$ cat src/source/robocup_pkg.sv
// Shared sizes, types and SPI command encodings for the motor control core
package robocup_pkg;

    // Drive motors, one encoder each
    localparam int unsigned NUM_MOTORS = 4;
    localparam int unsigned DUTY_WIDTH = 10;
    localparam int unsigned ENC_COUNT_WIDTH = 16;

    // Watchdog advances once every 2^WDT_PRESCALE_WIDTH cycles
    localparam int unsigned WDT_PRESCALE_WIDTH = 2;
    localparam int unsigned WDT_COUNT_WIDTH = 16;

    // SPI framing
    localparam int unsigned SPI_BYTE_WIDTH = 8;
    localparam int unsigned RES_BUF_LEN = 12;
    localparam int unsigned BYTE_COUNT_WIDTH = 4;

    // Status byte layout, unnamed bits read as zero
    localparam int unsigned STATUS_TRIP_BIT = 7;
    localparam int unsigned STATUS_EN_BIT = 6;

    typedef logic [SPI_BYTE_WIDTH-1:0] spi_byte_t;
    typedef logic [WDT_COUNT_WIDTH-1:0] wdt_count_t;
    typedef logic [NUM_MOTORS-1:0][DUTY_WIDTH-1:0] duty_array_t;
    typedef logic [NUM_MOTORS-1:0][ENC_COUNT_WIDTH-1:0] enc_array_t;

    // Returned for any read opcode that is not decoded
    localparam spi_byte_t FILL_BYTE = 8'hAA;

    // Host opcodes, bits 6:0 of the command byte
    // Bit 7 of the command byte is the read flag
    typedef enum logic [6:0] {
        OP_UPDATE_MTRS     = 7'h00,
        OP_ENCODER_COUNT   = 7'h11,
        OP_DUTY_CYCLE      = 7'h13,
        OP_TOGGLE_MOTOR_EN = 7'h30
    } opcode_e;

endpackage
$ cat src/source/robocup_motor_ctrl.sv
// Motor board control core top level joining SPI, encoders, watchdog and command unit
`timescale 1ns/1ps

module robocup_motor_ctrl (
    input  logic                               sysclk,
    input  logic                               watchdog_timer_reset_flag,
    input  logic                               spi_sck_i,
    input  logic                               spi_mosi_i,
    input  logic                               spi_ncs_i,
    output logic                               spi_miso_o,
    input  logic [robocup_pkg::NUM_MOTORS-1:0] enc_a_i,
    input  logic [robocup_pkg::NUM_MOTORS-1:0] enc_b_i,
    output robocup_pkg::duty_array_t           duty_o,
    output logic                               motors_en_o
);

    robocup_pkg::spi_byte_t  rx_byte;
    robocup_pkg::spi_byte_t  tx_byte;
    logic                    byte_done;
    logic                    frame_start;
    logic                    frame_end;
    logic                    counts_clear;
    robocup_pkg::enc_array_t enc_counts;
    robocup_pkg::wdt_count_t wdt_count;
    logic                    wdt_tripped;

    // SPI front end
    spi_byte_slave u_spi (
        .sysclk                    (sysclk),
        .watchdog_timer_reset_flag (watchdog_timer_reset_flag),
        .spi_sck_i                 (spi_sck_i),
        .spi_mosi_i                (spi_mosi_i),
        .spi_ncs_i                 (spi_ncs_i),
        .spi_miso_o                (spi_miso_o),
        .tx_byte_i                 (tx_byte),
        .rx_byte_o                 (rx_byte),
        .byte_done_o               (byte_done),
        .frame_start_o             (frame_start),
        .frame_end_o               (frame_end)
    );

    // Encoder bank and watchdog run side by side, both cleared by update reads
    quad_encoder_bank u_enc (
        .sysclk                    (sysclk),
        .watchdog_timer_reset_flag (watchdog_timer_reset_flag),
        .enc_a_i                   (enc_a_i),
        .enc_b_i                   (enc_b_i),
        .counts_clear_i            (counts_clear),
        .enc_counts_o              (enc_counts)
    );

    motor_watchdog u_wdt (
        .sysclk                    (sysclk),
        .watchdog_timer_reset_flag (watchdog_timer_reset_flag),
        .counts_clear_i            (counts_clear),
        .wdt_count_o               (wdt_count),
        .wdt_tripped_o             (wdt_tripped)
    );

    host_command_unit u_cmd (
        .sysclk                    (sysclk),
        .watchdog_timer_reset_flag (watchdog_timer_reset_flag),
        .rx_byte_i                 (rx_byte),
        .byte_done_i               (byte_done),
        .frame_start_i             (frame_start),
        .frame_end_i               (frame_end),
        .tx_byte_o                 (tx_byte),
        .enc_counts_i              (enc_counts),
        .wdt_count_i               (wdt_count),
        .wdt_tripped_i             (wdt_tripped),
        .counts_clear_o            (counts_clear),
        .duty_o                    (duty_o),
        .motors_en_o               (motors_en_o)
    );

endmodule

$ cat src/source/host_command_unit.sv
// Host command unit that buffers SPI frames, builds responses and holds duties and enable
`timescale 1ns/1ps

module host_command_unit (
    input  logic                     sysclk,
    input  logic                     watchdog_timer_reset_flag,
    input  robocup_pkg::spi_byte_t   rx_byte_i,
    input  logic                     byte_done_i,
    input  logic                     frame_start_i,
    input  logic                     frame_end_i,
    output robocup_pkg::spi_byte_t   tx_byte_o,
    input  robocup_pkg::enc_array_t  enc_counts_i,
    input  robocup_pkg::wdt_count_t  wdt_count_i,
    input  logic                     wdt_tripped_i,
    output logic                     counts_clear_o,
    output robocup_pkg::duty_array_t duty_o,
    output logic                     motors_en_o
);

    robocup_pkg::spi_byte_t req_buf [robocup_pkg::RES_BUF_LEN];
    robocup_pkg::spi_byte_t res_buf [robocup_pkg::RES_BUF_LEN];
    logic [robocup_pkg::BYTE_COUNT_WIDTH-1:0] byte_count;
    logic byte_done_d;
    logic cmd_load;
    robocup_pkg::opcode_e cmd_now_op;
    logic cmd_now_rd;
    robocup_pkg::opcode_e cmd_op;
    logic cmd_rd;
    robocup_pkg::spi_byte_t status_byte;
    robocup_pkg::duty_array_t duty_q;
    logic motors_en_q;

    // Command byte sits in req_buf[0] one cycle after the first byte_done
    assign cmd_load = byte_done_d && (byte_count == 1);
    assign cmd_now_op = robocup_pkg::opcode_e'(req_buf[0][robocup_pkg::SPI_BYTE_WIDTH-2:0]);
    assign cmd_now_rd = req_buf[0][robocup_pkg::SPI_BYTE_WIDTH-1];

    always_comb begin
        status_byte = '0;
        status_byte[robocup_pkg::STATUS_TRIP_BIT] = wdt_tripped_i;
        status_byte[robocup_pkg::STATUS_EN_BIT] = motors_en_q;
    end

    // Byte counter saturates so long frames never wrap back into the buffer
    always_ff @(posedge sysclk) begin
        if (watchdog_timer_reset_flag) begin
            byte_count <= '0;
            byte_done_d <= 1'b0;
        end else begin
            byte_done_d <= byte_done_i;
            if (frame_start_i) begin
                byte_count <= '0;
            end else if (byte_done_i && byte_count != '1) begin
                byte_count <= byte_count + 1'b1;
            end
        end
    end

    // Request buffer
    always_ff @(posedge sysclk) begin
        if (byte_done_i && byte_count < robocup_pkg::RES_BUF_LEN) begin
            req_buf[byte_count] <= rx_byte_i;
        end
    end

    // Response buffer
    // Byte 0 is the status at frame start, the rest follow the command byte
    always_ff @(posedge sysclk) begin
        if (frame_start_i) begin
            res_buf[0] <= status_byte;
        end
        if (cmd_load) begin
            // Anything the command does not fill reads as fill bytes
            for (int i = 1; i < robocup_pkg::RES_BUF_LEN; i++) begin
                res_buf[i] <= robocup_pkg::FILL_BYTE;
            end
            if (cmd_now_rd) begin
                case (cmd_now_op)
                    robocup_pkg::OP_UPDATE_MTRS, robocup_pkg::OP_ENCODER_COUNT: begin
                        // Counts high byte first, then the watchdog count before any clear
                        for (int m = 0; m < robocup_pkg::NUM_MOTORS; m++) begin
                            res_buf[2*m+1] <= enc_counts_i[m][15:8];
                            res_buf[2*m+2] <= enc_counts_i[m][7:0];
                        end
                        res_buf[2*robocup_pkg::NUM_MOTORS+1] <= wdt_count_i[15:8];
                        res_buf[2*robocup_pkg::NUM_MOTORS+2] <= wdt_count_i[7:0];
                    end
                    robocup_pkg::OP_DUTY_CYCLE: begin
                        // Top two duty bits padded into the high byte
                        for (int m = 0; m < robocup_pkg::NUM_MOTORS; m++) begin
                            res_buf[2*m+1] <= {6'b0, duty_q[m][9:8]};
                            res_buf[2*m+2] <= duty_q[m][7:0];
                        end
                    end
                    default: begin
                    end
                endcase
            end
        end
    end

    // Beyond the buffer the host shifts out fill
    assign tx_byte_o = (byte_count < robocup_pkg::RES_BUF_LEN) ? res_buf[byte_count]
                                                                : robocup_pkg::FILL_BYTE;

    // Command latch, watchdog clear and frame-end writes
    always_ff @(posedge sysclk) begin
        if (watchdog_timer_reset_flag) begin
            cmd_op <= robocup_pkg::OP_UPDATE_MTRS;
            cmd_rd <= 1'b0;
            counts_clear_o <= 1'b0;
            duty_q <= '0;
            motors_en_q <= 1'b0;
        end else begin
            counts_clear_o <= cmd_load && cmd_now_rd && (cmd_now_op == robocup_pkg::OP_UPDATE_MTRS);
            if (cmd_load) begin
                cmd_op <= cmd_now_op;
                cmd_rd <= cmd_now_rd;
            end
            if (frame_end_i) begin
                if (cmd_rd && cmd_op == robocup_pkg::OP_UPDATE_MTRS &&
                    byte_count == 1 + 2 * robocup_pkg::NUM_MOTORS) begin
                    // Duties arrive low byte first
                    for (int m = 0; m < robocup_pkg::NUM_MOTORS; m++) begin
                        duty_q[m] <= {req_buf[2*m+2][1:0], req_buf[2*m+1]};
                    end
                    motors_en_q <= 1'b1;
                end else if (cmd_op == robocup_pkg::OP_TOGGLE_MOTOR_EN && byte_count == 2) begin
                    // Read type enables, write type disables
                    motors_en_q <= cmd_rd;
                end
            end
            // Trip wins over any frame write
            if (wdt_tripped_i) begin
                motors_en_q <= 1'b0;
            end
        end
    end

    assign duty_o = duty_q;
    assign motors_en_o = motors_en_q;

    a_clear_pulse: assert property (@(posedge sysclk) disable iff (watchdog_timer_reset_flag)
        counts_clear_o |=> !counts_clear_o)
        else $error("counts_clear_o held longer than one cycle");

endmodule

$ cat src/source/motor_watchdog.sv
// Motor watchdog that trips when the host stops sending motor updates
`timescale 1ns/1ps

module motor_watchdog (
    input  logic                    sysclk,
    input  logic                    watchdog_timer_reset_flag,
    input  logic                    counts_clear_i,
    output robocup_pkg::wdt_count_t wdt_count_o,
    output logic                    wdt_tripped_o
);

    logic [robocup_pkg::WDT_PRESCALE_WIDTH-1:0] prescale;
    robocup_pkg::wdt_count_t count_q;
    logic tripped_q;
    logic tick;

    // One tick per full prescaler turn
    assign tick = &prescale;

    always_ff @(posedge sysclk) begin
        if (watchdog_timer_reset_flag || counts_clear_i) begin
            // Host update restarts the timeout and rearms the trip
            prescale <= '0;
            count_q <= '0;
            tripped_q <= 1'b0;
        end else begin
            prescale <= prescale + 1'b1;
            if (tick) begin
                if (count_q == '1) begin
                    // Overflow, the trip stays set until the next clear
                    tripped_q <= 1'b1;
                    count_q <= '0;
                end else begin
                    count_q <= count_q + 1'b1;
                end
            end
        end
    end

    assign wdt_count_o = count_q;
    assign wdt_tripped_o = tripped_q;

    // Clear from the command unit restarts the count on the next edge
    a_clear_zeroes: assert property (@(posedge sysclk) disable iff (watchdog_timer_reset_flag)
        counts_clear_i |=> (wdt_count_o == '0))
        else $error("Watchdog count not zero after a clear");

endmodule

$ cat src/source/quad_encoder_bank.sv
// Quadrature decoder bank with one 16-bit up/down counter per drive encoder
`timescale 1ns/1ps

module quad_encoder_bank (
    input  logic                                sysclk,
    input  logic                                watchdog_timer_reset_flag,
    input  logic [robocup_pkg::NUM_MOTORS-1:0]  enc_a_i,
    input  logic [robocup_pkg::NUM_MOTORS-1:0]  enc_b_i,
    input  logic                                counts_clear_i,
    output robocup_pkg::enc_array_t             enc_counts_o
);

    // Two sync stages plus a previous-value stage per channel
    logic [robocup_pkg::NUM_MOTORS-1:0] a_s1, a_s2, a_s3;
    logic [robocup_pkg::NUM_MOTORS-1:0] b_s1, b_s2, b_s3;
    logic [robocup_pkg::NUM_MOTORS-1:0] a_chg;
    logic [robocup_pkg::NUM_MOTORS-1:0] b_chg;
    logic [robocup_pkg::NUM_MOTORS-1:0] step;
    logic [robocup_pkg::NUM_MOTORS-1:0] count_up;
    robocup_pkg::enc_array_t counts_q;

    // Synchronizers track the pins through reset so no step appears when it ends
    always_ff @(posedge sysclk) begin
        a_s1 <= enc_a_i;
        a_s2 <= a_s1;
        a_s3 <= a_s2;
        b_s1 <= enc_b_i;
        b_s2 <= b_s1;
        b_s3 <= b_s2;
    end

    assign a_chg = a_s2 ^ a_s3;
    assign b_chg = b_s2 ^ b_s3;
    // A legal step moves exactly one channel
    assign step = a_chg ^ b_chg;
    // New A against old B gives the direction, A leading counts up
    assign count_up = a_s2 ^ b_s3;

    always_ff @(posedge sysclk) begin
        if (watchdog_timer_reset_flag || counts_clear_i) begin
            // A step landing on the clear is dropped
            counts_q <= '0;
        end else begin
            for (int m = 0; m < robocup_pkg::NUM_MOTORS; m++) begin
                if (step[m]) begin
                    if (count_up[m]) begin
                        counts_q[m] <= counts_q[m] + 1'b1;
                    end else begin
                        counts_q[m] <= counts_q[m] - 1'b1;
                    end
                end
            end
        end
    end

    assign enc_counts_o = counts_q;

    // Both channels moving at once means a skipped quadrature state
    a_no_jump: assert property (@(posedge sysclk) disable iff (watchdog_timer_reset_flag)
        (a_chg & b_chg) == '0)
        else $error("Encoder jumped two quadrature states at once");

endmodule

$ cat src/source/spi_byte_slave.sv
// SPI mode 0 byte slave that synchronizes the pins and frames bytes for the command unit
`timescale 1ns/1ps

module spi_byte_slave (
    input  logic                  sysclk,
    input  logic                  watchdog_timer_reset_flag,
    input  logic                  spi_sck_i,
    input  logic                  spi_mosi_i,
    input  logic                  spi_ncs_i,
    output logic                  spi_miso_o,
    input  robocup_pkg::spi_byte_t tx_byte_i,
    output robocup_pkg::spi_byte_t rx_byte_o,
    output logic                  byte_done_o,
    output logic                  frame_start_o,
    output logic                  frame_end_o
);

    // Stage 0 and 1 synchronize, stage 2 holds the previous value for edge detect
    logic [2:0] sck_sr;
    logic [2:0] ncs_sr;
    logic [1:0] mosi_sr;
    logic [$clog2(robocup_pkg::SPI_BYTE_WIDTH)-1:0] bit_cnt;
    robocup_pkg::spi_byte_t rx_shift;
    robocup_pkg::spi_byte_t tx_shift;
    // Delays the transmit reload until the command unit has its byte ready
    logic [1:0] load_sr;
    logic sck_rise;
    logic sck_fall;

    // SCK edges only count inside a frame
    assign sck_rise = sck_sr[1] & ~sck_sr[2] & ~ncs_sr[1];
    assign sck_fall = ~sck_sr[1] & sck_sr[2] & ~ncs_sr[1];

    // MISO held low while deselected
    assign spi_miso_o = ~ncs_sr[1] & tx_shift[robocup_pkg::SPI_BYTE_WIDTH-1];

    // Chip select idles high out of reset
    always_ff @(posedge sysclk) begin
        sck_sr <= {sck_sr[1:0], spi_sck_i};
        mosi_sr <= {mosi_sr[0], spi_mosi_i};
        if (watchdog_timer_reset_flag) begin
            ncs_sr <= '1;
        end else begin
            ncs_sr <= {ncs_sr[1:0], spi_ncs_i};
        end
    end

    // Framing strobes and bit counter
    always_ff @(posedge sysclk) begin
        if (watchdog_timer_reset_flag) begin
            bit_cnt <= '0;
            byte_done_o <= 1'b0;
            frame_start_o <= 1'b0;
            frame_end_o <= 1'b0;
            load_sr <= '0;
        end else begin
            frame_start_o <= ~ncs_sr[1] & ncs_sr[2];
            frame_end_o <= ncs_sr[1] & ~ncs_sr[2];
            byte_done_o <= sck_rise && (bit_cnt == robocup_pkg::SPI_BYTE_WIDTH - 1);
            load_sr <= {load_sr[0], frame_start_o | byte_done_o};
            if (ncs_sr[1]) begin
                bit_cnt <= '0;
            end else if (sck_rise) begin
                // Wraps to zero on the eighth bit
                bit_cnt <= bit_cnt + 1'b1;
            end
        end
    end

    // Receive shifter, MSB first on rising SCK
    always_ff @(posedge sysclk) begin
        if (sck_rise) begin
            rx_shift <= {rx_shift[robocup_pkg::SPI_BYTE_WIDTH-2:0], mosi_sr[1]};
            if (bit_cnt == robocup_pkg::SPI_BYTE_WIDTH - 1) begin
                rx_byte_o <= {rx_shift[robocup_pkg::SPI_BYTE_WIDTH-2:0], mosi_sr[1]};
            end
        end
    end

    // Transmit shifter
    // No shift on the falling edge after a full byte, the next MSB is already out
    always_ff @(posedge sysclk) begin
        if (load_sr[1]) begin
            tx_shift <= tx_byte_i;
        end else if (sck_fall && bit_cnt != '0) begin
            tx_shift <= {tx_shift[robocup_pkg::SPI_BYTE_WIDTH-2:0], 1'b0};
        end
    end

    // Byte completion must fall inside the chip select window
    a_byte_in_frame: assert property (@(posedge sysclk) disable iff (watchdog_timer_reset_flag)
        byte_done_o |-> !ncs_sr[1])
        else $error("byte_done_o pulsed with chip select high");

endmodule

$ cat config.mk
export PLATFORM = sky130hd
export DESIGN_NAME = robocup_motor_ctrl
export DESIGN_NICKNAME = d
export VERILOG_FILES = /design/src/source/robocup_pkg.sv /design/src/source/robocup_motor_ctrl.sv /design/src/source/host_command_unit.sv /design/src/source/motor_watchdog.sv /design/src/source/quad_encoder_bank.sv /design/src/source/spi_byte_slave.sv
export SDC_FILE = /design/constraint.sdc
export NUM_CORES = 1
export LEC_CHECK = 0
export BUFFER_PORTS_ARGS = -buffer_cell sky130_fd_sc_hd__buf_4
export CORE_ASPECT_RATIO = 0.5
export CORE_MARGIN = 5
export CORE_UTILIZATION = 46
export CTS_BUF_LIST = sky130_fd_sc_hd__clkbuf_16
export DETAILED_ROUTE_END_ITERATION = 7
export PLACE_DENSITY = 0.69
export SKIP_CTS_REPAIR_TIMING = 1
export SYNTH_ARGS = -nofsm -noshare
export SYNTH_HDL_FRONTEND = slang
export SYNTH_SLANG_ARGS = --single-unit
$ cat constraint.sdc
create_clock -name sysclk -period 2.8 [get_ports sysclk]
set_clock_uncertainty 0.05 [all_clocks]
set_input_delay 0.56 -clock sysclk [delete_from_list [all_inputs] [get_ports sysclk]]
set_output_delay 0.56 -clock sysclk [all_outputs]
set_load 0.01 [all_outputs]
**Word level (Yosys, flattened, before mapping)**

Memory sizes are Yosys's and may differ from the RTL's. A register that Yosys moved wholly into a read port is not among the register bits.
Index checks and enable logic that the tools add are counted.

- Register bits: 161
- RAM bits: 192
- Bits of input ports: 13
- Word-level logic and storage cells: 157
- Memories: 2

- Add/sub/neg operators: 12
- $lt $le $gt $ge: 1
- Eq/ne operators: 9
- Multiplexer cells: 44
- Bitwise logic cells: 34
- Reduce and logical (&&, ||, !) cells: 25

Memories:

| name | words | bits a word | read ports | clocked after memory_dff | wr ports | line | RTL |
|---|---|---|---|---|---|---|---|
| u_cmd.req_buf | 12 | 8 | 9 | 8 | 1 | host_command_unit.sv:20 | `robocup_pkg::spi_byte_t req_buf [robocup_pkg::RES_BUF_LEN];` |
| u_cmd.res_buf | 12 | 8 | 1 | 1 | 12 | host_command_unit.sv:21 | `robocup_pkg::spi_byte_t res_buf [robocup_pkg::RES_BUF_LEN];` |

Operators by type and width:

| operator | number |
|---|---|
| $mux 8 | 21 |
| $add 16x1->16 const B | 5 |
| $mux 16 | 5 |
| $sub 16x1->16 const B | 4 |
| $or 1x1->1 | 19 |
| $eq 16x16->1 const B | 1 |
| $mux 1 | 16 |
| $xor 4x4->4 | 4 |
| $eq 7x5->1 const B | 2 |
| $logic_not 7->1 | 2 |
| $logic_and 1x1->1 | 10 |
| $mux 4 | 2 |
| $reduce_and 2->1 | 4 |
| $reduce_or 2->1 | 4 |
| $and 1x1->1 | 7 |
| $eq 7x6->1 const B | 1 |
| $add 4x1->4 const B | 1 |
| $eq 4x1->1 const B | 1 |
| $eq 4x2->1 const B | 1 |
| $eq 4x4->1 const B | 1 |
| $lt 4x4->1 const B | 1 |
| $ne 4x4->1 const B | 1 |
| $not 1->1 | 4 |
| $reduce_bool 2->1 | 2 |
| 6 further kinds | 6 |

**Logic depth before layout (Yosys ltp)**

An unclocked memory read counts as a cell.

- Depth after elaboration: 9
- Mapped depth: 10
- Gate-level depth less buffers: 9

**By module**

Synthesis repeated with hierarchy kept, for this count alone.

- Cell total of the unflattened synthesis: 1539
- Area, all modules: 15785.1 µm²

Modules (own cells, without submodules):

| module | times used | cells each | area each (µm²) | seq. area each (µm²) |
|---|---|---|---|---|
| host_command_unit | 1 | 669 | 8117.8 | 5084.9 |
| quad_encoder_bank | 1 | 692 | 5467.7 | 1761.7 |
| spi_byte_slave | 1 | 78 | 1311.3 | 1011.0 |
| motor_watchdog | 1 | 100 | 888.4 | 380.4 |

**Least setup slack after synthesis**

OpenSTA, ideal clock, no wires.

- Kind: register to register
- From: register u_cmd.byte_count[2] (netlist name)
- To: memory u_cmd.res_buf[1][0] (netlist name), enable pin
- Arrival time: 2.190 ns
- Data required time: 2.332 ns
- Slack: 0.142 ns
- Stages on the path, launching flop included: 6
- Path buffers: 2
- Clock period less this slack: 2.658 ns
- Cell sequence: dfxtp_1 -> clkbuf_1 -> nor2_1 -> nand3_1 -> clkbuf_1 -> inv_1

RTL lines:

| what | line | RTL |
|---|---|---|
| start, declared | host_command_unit.sv:22 | `logic [robocup_pkg::BYTE_COUNT_WIDTH-1:0] byte_count;` |
| start signal, assigned | host_command_unit.sv:54 | `byte_count <= byte_count + 1'b1;` |
| end, declared | host_command_unit.sv:21 |  |

**Final worst setup path**

- From: register u_enc.a_s2[3] (netlist name)
- To: register u_enc.counts_q, in the netlist u_enc.enc_counts_o[58]

- Cells in the longest elaborated chain, start to end: 2

Ends and longest elaborated chain:

| what | line | RTL |
|---|---|---|
| start, declared | quad_encoder_bank.sv:14 | `logic [robocup_pkg::NUM_MOTORS-1:0] a_s1, a_s2, a_s3;` |
| start signal, assigned | quad_encoder_bank.sv:25 | `a_s2 <= a_s1;` |
| $xor 4x4->4, on equally long branches | quad_encoder_bank.sv:37, quad_encoder_bank.sv:32 |  |
| $mux 16 / $xor 4x4->4 (equally long branches) | quad_encoder_bank.sv:46, quad_encoder_bank.sv:35 |  |
| end signal, assigned by index | quad_encoder_bank.sv:47 | `counts_q[m] <= counts_q[m] + 1'b1;` |
| end signal, assigned by index | quad_encoder_bank.sv:49 | `counts_q[m] <= counts_q[m] - 1'b1;` |
| end, declared | quad_encoder_bank.sv:20 | `robocup_pkg::enc_array_t counts_q;` |

Several ways; a longest one is shown, not always the timed one.
A chain may end at the register's enable or synchronous reset.

==> metrics.txt <==
status completed; Setup crit start kind flop; met2 usage 0.3356; CTS tree built; CTS sink cnt 335; final wirelength 38.30 mm; Worst EP arrival 2.97 ns; Worst Path Max Fanout 8; Post-synth EDFFs 153; Placed Area 15570 µm²; Seq/Total Area, Yosys 0.5612; RSZ-0062 raised after global routing no; die footprint 35800 µm²; Avg WL per Cell 19.98 µm; mean post-synth cell area 10.23 µm²; predominant post-synthesis flop cell dfxtp_1; measured slew at the worst slew-check pin 0.8731 ns; share of cells above drive strength 1 0.1327; Syn Nets 1461; Die X-Extent 262.6 µm; number of buffers created by CTS 30; initial antenna violation count 0; Pwr Total 12280 µW; CP Data Required Time 3.23 ns; io pins 55; fin crit period 2.531 ns; Synth async-reset ratio 0; Area Overhead vs Synth 14.16%; DR iter-0 viols 1117; drt first pass iters 5; routed vias/inst 5.773; setup violators final 0; setup tns final 0 ns; diodes inserted 0; routing usage on met3 0.04268; Worst setup EP type flop; Detailed Place HPWL 26.59 mm; HP Class in2reg; Starting Density 0.4645; period utilization 0.9038; Rel. slew slack 0.4137; Port Buffer Count 54; clk_lat worst skew 0.59 ns; pwr dens 732.6 nW/µm²; Synth Register Bits 335; met1 global-route usage 0.3003; Fmax 395.2 MHz; clk slew on worst S/H paths 0.07 ns; global-route wire length before repair 60.04 mm; fin area 16760 µm²; CTS Root Cell clkbuf_16; Vias 11070; Pleak 0.006002 µW; GP Congestion 0.9014; DRC violations left 0; Detail Route Antenna Nets 0; num rows 46; Core Footprint 31600 µm²; final count of hold timing violations 0; GRT busiest layer met2; Synth cell types 68; maxcap violations 0; Setup CP Type reg2reg; peak supply drop 0.0005077 V; CTS HTree Levels 1; Post-Syn Area 14680 µm²; largest net degree at the start of global routing 70; vias in the first global route 10310; Die Y 136.3 µm; Max clock buf depth 3; final net count 1487; total grt overflow 0; Yosys Warn Count 0; all-layer global routing usage 0.2093; cell count after synthesis 1435; final max-slew violation count 0
-- cells in the final DEF (no fill, tap or decap), drive strengths merged, types with 9 or more instances in the layout --
cell type    n
a21oi       88
a22o        18
and2        12
and3        35
buf         95
bufinv       9
clkbuf      31
clkinv       9
dfxtp      182
edfxtp     153
ha          13
inv         20
mux2        10
mux2i       37
mux4        10
nand2      165
nand2b      13
nand3       33
nand4       31
nor2       169
nor2b       15
nor3        43
nor4        28
o21ai       38
o22a        24
o22ai        9
or2         15
or3         12
or4         14
xnor2       48
xor2        40
-- Yosys cell counts (23+ instances only) --
| cell | count | area, µm² |
|---|---|---|
| a21oi_1 | 87 | 435.4 |
| and3_1 | 34 | 212.7 |
| clkbuf_1 | 88 | 330.3 |
| dfxtp_1 | 182 | 3643 |
| edfxtp_1 | 153 | 4594 |
| mux2i_1 | 37 | 370.4 |
| nand2_1 | 165 | 619.3 |
| nand3_1 | 33 | 165.2 |
| nand4_1 | 31 | 193.9 |
| nor2_1 | 168 | 630.6 |
| nor3_1 | 43 | 215.2 |
| nor4_1 | 28 | 175.2 |
| o21ai_0 | 37 | 185.2 |
| o22a_1 | 23 | 201.4 |
| xnor2_1 | 48 | 420.4 |
| xor2_1 | 39 | 341.6 |
-- report_power, final --
group | switching (µW) | internal (µW)
registers | 525 | 5310
clock network | 1910 | 2870
logic | 904 | 750
-- path summary, 6_finish.rpt --
kind | start | end | slack [ns] | cells past startpoint
max | u_enc.a_s2[3] | u_enc.enc_counts_o[58] | 0.27 | 8
min reg2reg | u_spi.sck_sr[0] | u_spi.sck_sr[1] | 0.28 | 0
max reg2reg | u_enc.a_s2[3] | u_enc.enc_counts_o[58] | 0.27 | 8
min | spi_mosi_i | u_spi.mosi_sr[0] | 0.02 | 1
-- through the flow --
stage	hold WS (ns)	util	worst slack [ns]	instances
2_1_floorplan	0.2596	-	0.1421	1435
3_3_place_gp	0.2613	0.4927	0.2194	1860
3_5_place_dp	0.2642	0.4927	0.2391	1860
4_1_cts	-0.006549	0.5297	0.2114	1916
5_1_grt	0.002549	0.5303	0.04422	1917
6_report	0.02199	0.5303	0.2693	1917
-- worst max-delay path, stage by stage (launching register included) --
cell,delay (ns)
dfxtp_1,0.38
xor2_1,0.26
xnor2_1,0.16
ha_1,0.31
and4_1,0.21
o21ai_0,0.14
o41ai_1,0.54
a21oi_1,0.14
a31o_2,0.23
-- routing by layer --
metal | routed length, µm | share of wire | up-vias
met2 | 17310 | 0.45 | 420
met5 | 0 | 0 | -
met3 | 3037 | 0.079 | 49
met1 | 17330 | 0.45 | 5415
met4 | 628 | 0.016 | 0
li1 | - | - | 5183
-- registers in the layout (all words and copies together), names as in the netlist, 7 cells and up, named ones only --
register and count:
u_cmd.cmd_op 7, u_wdt.wdt_count_o 16, u_enc.enc_counts_o 64, u_cmd.duty_o 40, u_spi.tx_shift 8, u_cmd.res_buf 82
u_cmd.req_buf 48, u_spi.rx_shift 7, u_spi.rx_byte_o 8
-- cell families after synthesis --
logic type,count (synthesis),synth area share
and+or+nand+nor,600,0.1963
DFF,335,0.5612
AOI/OAI and AO/OA,225,0.09863
buffers and inverters,117,0.03145
xor gates and xnor gates,88,0.05302
muxes,57,0.04825
adders and majority gates,13,0.01108
-- layout make-up --
type / count / area, µm²
timing repair buffer: 96 / 760.7
fill: 2717 / 14840
clock inverter: 25 / 394.1
clock buffer: 31 / 775.7
multi-input combinational: 983 / 5991
inverter: 15 / 56.30
tap: 432 / 540.5
sequential: 335 / 8238
(Power assumes the default switching activity.)
